===== src/hw/lq_defs.svh =====
`ifndef LQ_DEFS_SVH
`define LQ_DEFS_SVH

// Core data path width
`define XLEN 64

// Physical register file and reorder buffer sizes
`define PRF_SIZE 64
`define ROB_SIZE 32

// Load queue depth
`define LQ_SIZE 4

`endif


===== src/hw/core_types_pkg.sv =====
`default_nettype none

`include "lq_defs.svh"

package core_types_pkg;

	typedef logic [`XLEN-1:0]               xlen_t;     // Data word or address
	typedef logic [$clog2(`PRF_SIZE)-1:0]   prf_tag_t;  // Physical register tag
	typedef logic [$clog2(`ROB_SIZE):0]     rob_idx_t;  // ROB index plus wrap bit

	// Result broadcast from an execution unit
	typedef struct packed {
		logic     valid;
		prf_tag_t tag;
		xlen_t    data;
	} cdb_t;

	// Load handed over by rename
	typedef struct packed {
		logic     valid;
		xlen_t    base;
		xlen_t    offset;        // Low bits hold the tag while not ready
		logic     offset_ready;
		rob_idx_t rob_idx;
		prf_tag_t dest_tag;
	} load_dispatch_t;

endpackage

`default_nettype wire


===== src/hw/lq_types_pkg.sv =====
`default_nettype none

`include "lq_defs.svh"

package lq_types_pkg;

	import core_types_pkg::*;

	typedef logic [$clog2(`LQ_SIZE)-1:0]    lq_idx_t;    // Entry index
	typedef logic [$clog2(`LQ_SIZE+1)-1:0]  lq_count_t;  // 0 up to LQ_SIZE

	typedef struct packed {
		logic    valid;
		lq_idx_t idx;
		xlen_t   addr;
	} mem_req_t;

	typedef struct packed {
		logic    valid;
		lq_idx_t idx;      // Entry the answer belongs to
		xlen_t   data;
	} mem_resp_t;

	typedef struct packed {
		logic     valid;
		lq_idx_t  idx;
		rob_idx_t rob_idx;
		prf_tag_t dest_tag;
		xlen_t    data;
	} lq_complete_t;

	typedef enum logic [2:0] {IDLE, WAIT_ADDR, ISSUE, WAIT_DATA, DONE} lq_state_e;

endpackage

`default_nettype wire


===== src/hw/load_queue.sv =====
`timescale 1ns/1ns
`default_nettype none

`include "lq_defs.svh"

module load_queue
	import core_types_pkg::*, lq_types_pkg::*;
(
	input  wire                 clock,
	input  wire                 reset,
	input  wire                 clean,

	input  wire load_dispatch_t dispatch1,
	input  wire load_dispatch_t dispatch2,

	input  wire cdb_t           cdb1,
	input  wire cdb_t           cdb2,

	input  wire mem_resp_t      mem_resp,

	output mem_req_t            mem_req,
	output lq_complete_t        complete,
	output lq_count_t           free_slots
);

	lq_state_e           entry_state      [`LQ_SIZE];
	xlen_t               entry_addr       [`LQ_SIZE];
	rob_idx_t            entry_rob_idx    [`LQ_SIZE];
	prf_tag_t            entry_dest_tag   [`LQ_SIZE];
	xlen_t               entry_data       [`LQ_SIZE];
	load_dispatch_t      entry_write_data [`LQ_SIZE];
	logic [`LQ_SIZE-1:0] entry_free;
	logic [`LQ_SIZE-1:0] write;
	logic [`LQ_SIZE-1:0] write_sel2;
	logic [`LQ_SIZE-1:0] issue;
	logic [`LQ_SIZE-1:0] resp_hit;
	logic [`LQ_SIZE-1:0] retire;

	lq_alloc alloc_i (
		.entry_free      (entry_free),
		.dispatch1_valid (dispatch1.valid),
		.dispatch2_valid (dispatch2.valid),
		.write           (write),
		.write_sel2      (write_sel2),
		.free_slots      (free_slots)
	);

	for (genvar i = 0; i < `LQ_SIZE; i++) begin : g_entry
		assign entry_free[i]       = (entry_state[i] == IDLE);
		assign entry_write_data[i] = write_sel2[i] ? dispatch2 : dispatch1;  // Slot steering

		lq_entry entry_i (
			.clock      (clock),
			.reset      (reset),
			.clean      (clean),
			.write      (write[i]),
			.write_data (entry_write_data[i]),
			.cdb1       (cdb1),
			.cdb2       (cdb2),
			.issue      (issue[i]),
			.resp_hit   (resp_hit[i]),
			.retire     (retire[i]),
			.resp_data  (mem_resp.data),
			.state      (entry_state[i]),
			.addr       (entry_addr[i]),
			.rob_idx    (entry_rob_idx[i]),
			.dest_tag   (entry_dest_tag[i]),
			.data       (entry_data[i])
		);
	end

	lq_mem_arbiter arbiter_i (
		.entry_state    (entry_state),
		.entry_addr     (entry_addr),
		.entry_rob_idx  (entry_rob_idx),
		.entry_dest_tag (entry_dest_tag),
		.entry_data     (entry_data),
		.mem_resp       (mem_resp),
		.issue          (issue),
		.resp_hit       (resp_hit),
		.retire         (retire),
		.mem_req        (mem_req),
		.complete       (complete)
	);

endmodule

`default_nettype wire


===== src/hw/lq_alloc.sv =====
`timescale 1ns/1ns
`default_nettype none

`include "lq_defs.svh"

module lq_alloc
	import lq_types_pkg::*;
(
	input  wire  [`LQ_SIZE-1:0] entry_free,
	input  wire                 dispatch1_valid,
	input  wire                 dispatch2_valid,

	output logic [`LQ_SIZE-1:0] write,
	output logic [`LQ_SIZE-1:0] write_sel2,   // Entry takes the dispatch2 load
	output lq_count_t           free_slots
);

	lq_idx_t first_idx;
	lq_idx_t second_idx;
	logic    first_found;
	logic    second_found;

	// Lowest and second lowest free entries
	always_comb begin
		first_idx    = '0;
		second_idx   = '0;
		first_found  = 1'b0;
		second_found = 1'b0;
		for (int i = 0; i < `LQ_SIZE; i++) begin
			if (entry_free[i] && !first_found) begin
				first_idx   = lq_idx_t'(i);
				first_found = 1'b1;
			end else if (entry_free[i] && !second_found) begin
				second_idx   = lq_idx_t'(i);
				second_found = 1'b1;
			end
		end
	end

	always_comb begin
		free_slots = '0;
		for (int i = 0; i < `LQ_SIZE; i++) begin
			free_slots = free_slots + lq_count_t'(entry_free[i]);
		end
	end

	always_comb begin
		write      = '0;
		write_sel2 = '0;
		if (dispatch1_valid && dispatch2_valid) begin
			write[first_idx]       = first_found;
			if (second_found) begin
				write[second_idx]      = 1'b1;
				write_sel2[second_idx] = 1'b1;
			end
		end else if (dispatch1_valid) begin
			write[first_idx]       = first_found;
		end else if (dispatch2_valid) begin
			write[first_idx]       = first_found;  // Lone slot 2 load takes the lowest entry
			write_sel2[first_idx]  = first_found;
		end
	end

endmodule

`default_nettype wire


===== src/hw/lq_entry.sv =====
`timescale 1ns/1ns
`default_nettype none

module lq_entry
	import core_types_pkg::*, lq_types_pkg::*;
(
	input  wire            clock,
	input  wire            reset,
	input  wire            clean,

	input  wire            write,
	input  wire load_dispatch_t write_data,

	input  wire cdb_t      cdb1,
	input  wire cdb_t      cdb2,

	input  wire            issue,
	input  wire            resp_hit,
	input  wire            retire,
	input  wire xlen_t     resp_data,

	output lq_state_e      state,
	output xlen_t          addr,
	output rob_idx_t       rob_idx,
	output prf_tag_t       dest_tag,
	output xlen_t          data
);

	lq_state_e state_next;
	xlen_t     base;
	xlen_t     offset;
	prf_tag_t  pending_tag;
	logic      cdb1_hit;
	logic      cdb2_hit;

	assign pending_tag = offset[$bits(prf_tag_t)-1:0];  // Only meaningful in WAIT_ADDR
	assign cdb1_hit    = cdb1.valid && (cdb1.tag == pending_tag);
	assign cdb2_hit    = cdb2.valid && (cdb2.tag == pending_tag);

	assign addr = base + offset;

	always_comb begin
		state_next = state;
		case (state)
			IDLE: begin
				if (write) begin
					state_next = write_data.offset_ready ? ISSUE : WAIT_ADDR;
				end
			end
			WAIT_ADDR: begin
				if (cdb1_hit || cdb2_hit) begin
					state_next = ISSUE;
				end
			end
			ISSUE: begin
				if (issue) begin
					state_next = WAIT_DATA;  // Request left this cycle
				end
			end
			WAIT_DATA: begin
				if (resp_hit) begin
					state_next = DONE;
				end
			end
			DONE: begin
				if (retire) begin
					state_next = IDLE;
				end
			end
			default: state_next = IDLE;
		endcase
		if (clean) begin
			state_next = IDLE;  // Flush wins over any other event
		end
	end

	always_ff @(posedge clock) begin
		if (reset) begin
			state <= IDLE;
		end else begin
			state <= state_next;
		end
	end

	// Payload registers load as the state machine advances
	always_ff @(posedge clock) begin
		if (state == IDLE && write) begin
			base     <= write_data.base;
			offset   <= write_data.offset;
			rob_idx  <= write_data.rob_idx;
			dest_tag <= write_data.dest_tag;
		end else if (state == WAIT_ADDR && cdb1_hit) begin
			offset   <= cdb1.data;  // cdb1 taken first if both match
		end else if (state == WAIT_ADDR && cdb2_hit) begin
			offset   <= cdb2.data;
		end else if (state == WAIT_DATA && resp_hit) begin
			data     <= resp_data;
		end
	end

endmodule

`default_nettype wire


===== src/hw/lq_mem_arbiter.sv =====
`timescale 1ns/1ns
`default_nettype none

`include "lq_defs.svh"

module lq_mem_arbiter
	import core_types_pkg::*, lq_types_pkg::*;
(
	input  wire lq_state_e      entry_state    [`LQ_SIZE],
	input  wire xlen_t          entry_addr     [`LQ_SIZE],
	input  wire rob_idx_t       entry_rob_idx  [`LQ_SIZE],
	input  wire prf_tag_t       entry_dest_tag [`LQ_SIZE],
	input  wire xlen_t          entry_data     [`LQ_SIZE],
	input  wire mem_resp_t      mem_resp,

	output logic [`LQ_SIZE-1:0] issue,
	output logic [`LQ_SIZE-1:0] resp_hit,
	output logic [`LQ_SIZE-1:0] retire,
	output mem_req_t            mem_req,
	output lq_complete_t        complete
);

	logic [`LQ_SIZE-1:0] issue_req;
	logic [`LQ_SIZE-1:0] done_req;
	lq_idx_t             issue_idx;
	lq_idx_t             retire_idx;

	// Lowest index wins
	function automatic lq_idx_t lowest_set(input logic [`LQ_SIZE-1:0] req);
		lq_idx_t idx;
		idx = '0;
		for (int i = `LQ_SIZE-1; i >= 0; i--) begin
			if (req[i]) begin
				idx = lq_idx_t'(i);
			end
		end
		return idx;
	endfunction

	always_comb begin
		for (int i = 0; i < `LQ_SIZE; i++) begin
			issue_req[i] = (entry_state[i] == ISSUE);
			done_req[i]  = (entry_state[i] == DONE);
			resp_hit[i]  = mem_resp.valid && (mem_resp.idx == lq_idx_t'(i))
				&& (entry_state[i] == WAIT_DATA);  // Stale answers after a flush drop here
			issue[i]     = |issue_req && (issue_idx == lq_idx_t'(i));
			retire[i]    = |done_req && (retire_idx == lq_idx_t'(i));
		end
	end

	assign issue_idx  = lowest_set(issue_req);
	assign retire_idx = lowest_set(done_req);

	assign mem_req = '{valid: |issue_req, idx: issue_idx, addr: entry_addr[issue_idx]};

	assign complete = '{
		valid:    |done_req,
		idx:      retire_idx,
		rob_idx:  entry_rob_idx[retire_idx],
		dest_tag: entry_dest_tag[retire_idx],
		data:     entry_data[retire_idx]
	};

endmodule

`default_nettype wire


===== config.mk =====
export PLATFORM = sky130hd
export DESIGN_NAME = load_queue
export DESIGN_NICKNAME = d
export VERILOG_FILES = /design/src/hw/core_types_pkg.sv /design/src/hw/lq_types_pkg.sv /design/src/hw/load_queue.sv /design/src/hw/lq_alloc.sv /design/src/hw/lq_entry.sv /design/src/hw/lq_mem_arbiter.sv
export VERILOG_INCLUDE_DIRS = /design/src /design/src/hw
export SDC_FILE = /design/constraint.sdc
export NUM_CORES = 2
export LEC_CHECK = 0
export BUFFER_PORTS_ARGS = -buffer_cell sky130_fd_sc_hd__buf_4
export CAP_MARGIN = 25
export CORE_MARGIN = 2
export CORE_UTILIZATION = 45
export CTS_CLUSTER_SIZE = 28
export DETAILED_ROUTE_END_ITERATION = 10
export PLACE_DENSITY = 0.74
export SLEW_MARGIN = 10
export SYNTH_ARGS = -nofsm -noshare
export SYNTH_HDL_FRONTEND = slang
export SYNTH_HIERARCHICAL = 1
export SYNTH_SLANG_ARGS = --single-unit

===== constraint.sdc =====
create_clock -name clock -period 18.5 [get_ports clock]
set_clock_uncertainty 0.05 [all_clocks]
set_input_delay 1.85 -clock clock [delete_from_list [all_inputs] [get_ports clock]]
set_output_delay 1.85 -clock clock [all_outputs]
set_load 0.01 [all_outputs]

==> metrics.cfg <==
[route]
routedWlPerCell_um=28.44
wl_um=214500
firstDrtPassIters=11
drt-initial-drc-count=6296
final_antenna_net_count=0
drc_errors=2
vias_per_cell=6.366
vias=48008

[worst_setup_path]
startpoint_type=flop
slowest_stage=o21ai_1
critPathCaptureType=output port
path_class=reg2out
crit_chain=ha_1, fa_1, a21o_1, a311o_1, a21oi_1, o21ba_2, o31a_1, a31o_2, o21ai_1, a41oi_1, xnor2_1, o21ai_0, o21ai_1, buf_4
worst_path_most_repeated_cell=o21ai_1
path_max_fanout=4
timing.rr.end=g_entry[3].entry_i/offset[39]
r2r_slack_ns=13.35
slowest_delay_ns=0.74
cp_num_buf_inv=1
worstPathRequired_ns=16.60
r2r_start=g_entry[1].entry_i/state[0]
crit_family=compound AO/OA/AOI/OAI gates
crit_arrival_ns=5.80
r2r_cells=11

[floorplan]
pin_count=645
rows=131
die_h_um=362.9
dieArea_sq_um=131700
initial_core_util_pct=45.39
core_sq_um=127700
die_x_um=362.9

[sta]
slew_headroom_pct=21.97
setup_slack_ns=10.80
tns_ns=0
setup_viol=0
fmax_mhz=129.9
hold_violations=0
final-max-slew-violation-count=0
tightest_slew_ns=1.170
timing.final.crit_share_pct=41.61
rsz0062_at_grt=false
min_period_ns=7.697

[worst_hold_path]
hold_depth=2
min_to=g_entry[3].entry_i/state[0]
hp-start=g_entry[3].entry_i/state[0]
hold_path.class=reg2reg

[pwr]
finalPower_mw=6.914
p_leak_nw=25.13
ir_worst_vdd_v=0.00009620
p_per_area_nw_per_um2=103.4

[placed_design]
preCtsSetupSlack_ns=11.71
gp_congestion=1.018
dpl.hpwl_um=156600
place_area_sq_um=63840
io_buffers=644

[finish]
areaGrowthSynthToFinish_pct=15.43
final_area_sq_um=66900
fin_nets=6557
drive_above_1_share_pct=25.65

[clocking]
clock_path_buffers=3
cts_sinks=828
cts_tree=done
insertion_delay_ns=0.71
post_cts_resized=0
hold_buffers=0
clkTransAtPathRegs_ns=0.06
cts_buffers=88
htreeDepth=3
root_buffer=clkbuf_16
cts_setup_buffers=0

[run]
maxCapViolCount=0

[synth]
syn-num-nets=6099
avgSynthCellArea_sq_um=10.85
netlist_instances=5341
synth.cell_area_sq_um=57950
synth_warnings=6

[grt]
gr-total-overflow=0
track_usage_pct=31.30
grt_max_degree=144
antenna_found_initial=25
grt_pass1_wl_um=308400
grt_pass1_vias=45996

[status]
violations=design-rule violations
status=finished with violations

-- metal layers --
layer	vias to the layer above	GRT usage, %	wire, um
met5	-	0	155
met4	22	13.51	10230
met3	517	7.913	23420
met2	2858	49.30	96340
met1	23391	40.76	84340
li1	21220	-	-
-- per-stage QoR --
step / util, % / hold slack, ns / std cells
4_1_cts: 52.36 / 0.6259 / 7529
2_1_floorplan: - / 0.5427 / 5341
6_report: 52.39 / 0.6252 / 7541
3_5_place_dp: 49.99 / 0.6119 / 7370
5_1_grt: 52.39 / 0.6792 / 7537
3_3_place_gp: 49.99 / 0.6097 / 7369
-- cell type report --
class                      instances  area [sq um]
tap                             1662          2079
clock buffer                     100          2247
fill                           10970         60780
clock inverter                    59         769.5
sequential                       828         24740
inverter                          88         339.1
antenna                           11         27.53
multi-input combinational       4086         31340
timing repair buffer             707          5355
-- report_power, final --
part           switching (mW)  internal (mW)
Combinational            1.68           1.03
Sequential             0.0728           2.27
Clock                   0.812           1.04
-- worst max-delay path by stage --
stage	slack, ns	cells after the start	end	startpoint
2_1_floorplan	10.68	4	g_entry[0].entry_i/offset[0]	cdb1[66]
3_3_place_gp	11.68	14	mem_req[62]	g_entry[1].entry_i/offset[0]
3_5_place_dp	11.71	14	mem_req[60]	g_entry[1].entry_i/offset[0]
4_1_cts	10.92	14	mem_req[60]	g_entry[1].entry_i/offset[0]
5_1_grt	10.70	14	mem_req[60]	g_entry[1].entry_i/offset[0]
6_report	10.80	14	mem_req[60]	g_entry[1].entry_i/offset[0]
-- worst min-delay path, stage by stage (launching register included) --
cell	delay, ns
dfxtp_1	0.45
nand2_1	0.11
a211oi_1	0.06
-- state kept, by name, indices dropped and copies added, names as in the netlist --
signal                    count
g_entry.entry_i/rob_idx      24
g_entry.entry_i/state        12
g_entry.entry_i/offset      256
g_entry.entry_i/data        256
g_entry.entry_i/base        256
g_entry.entry_i/dest_tag     24
-- cell usage in the layout (no fill, tap or decap), types with 76 or more instances in the layout --
master / count
mux2_4: 320
nand4_1: 87
o21ai_0: 513
ha_1: 257
inv_1: 86
a21oi_1: 340
a21o_1: 132
mux2i_1: 259
nor2_1: 172
xor2_1: 114
nand2_1: 689
mux2_2: 246
buf_4: 702
a222oi_1: 76
clkbuf_16: 88
edfxtp_1: 816
xnor2_1: 170
Power figures use the tool's default switching activity.
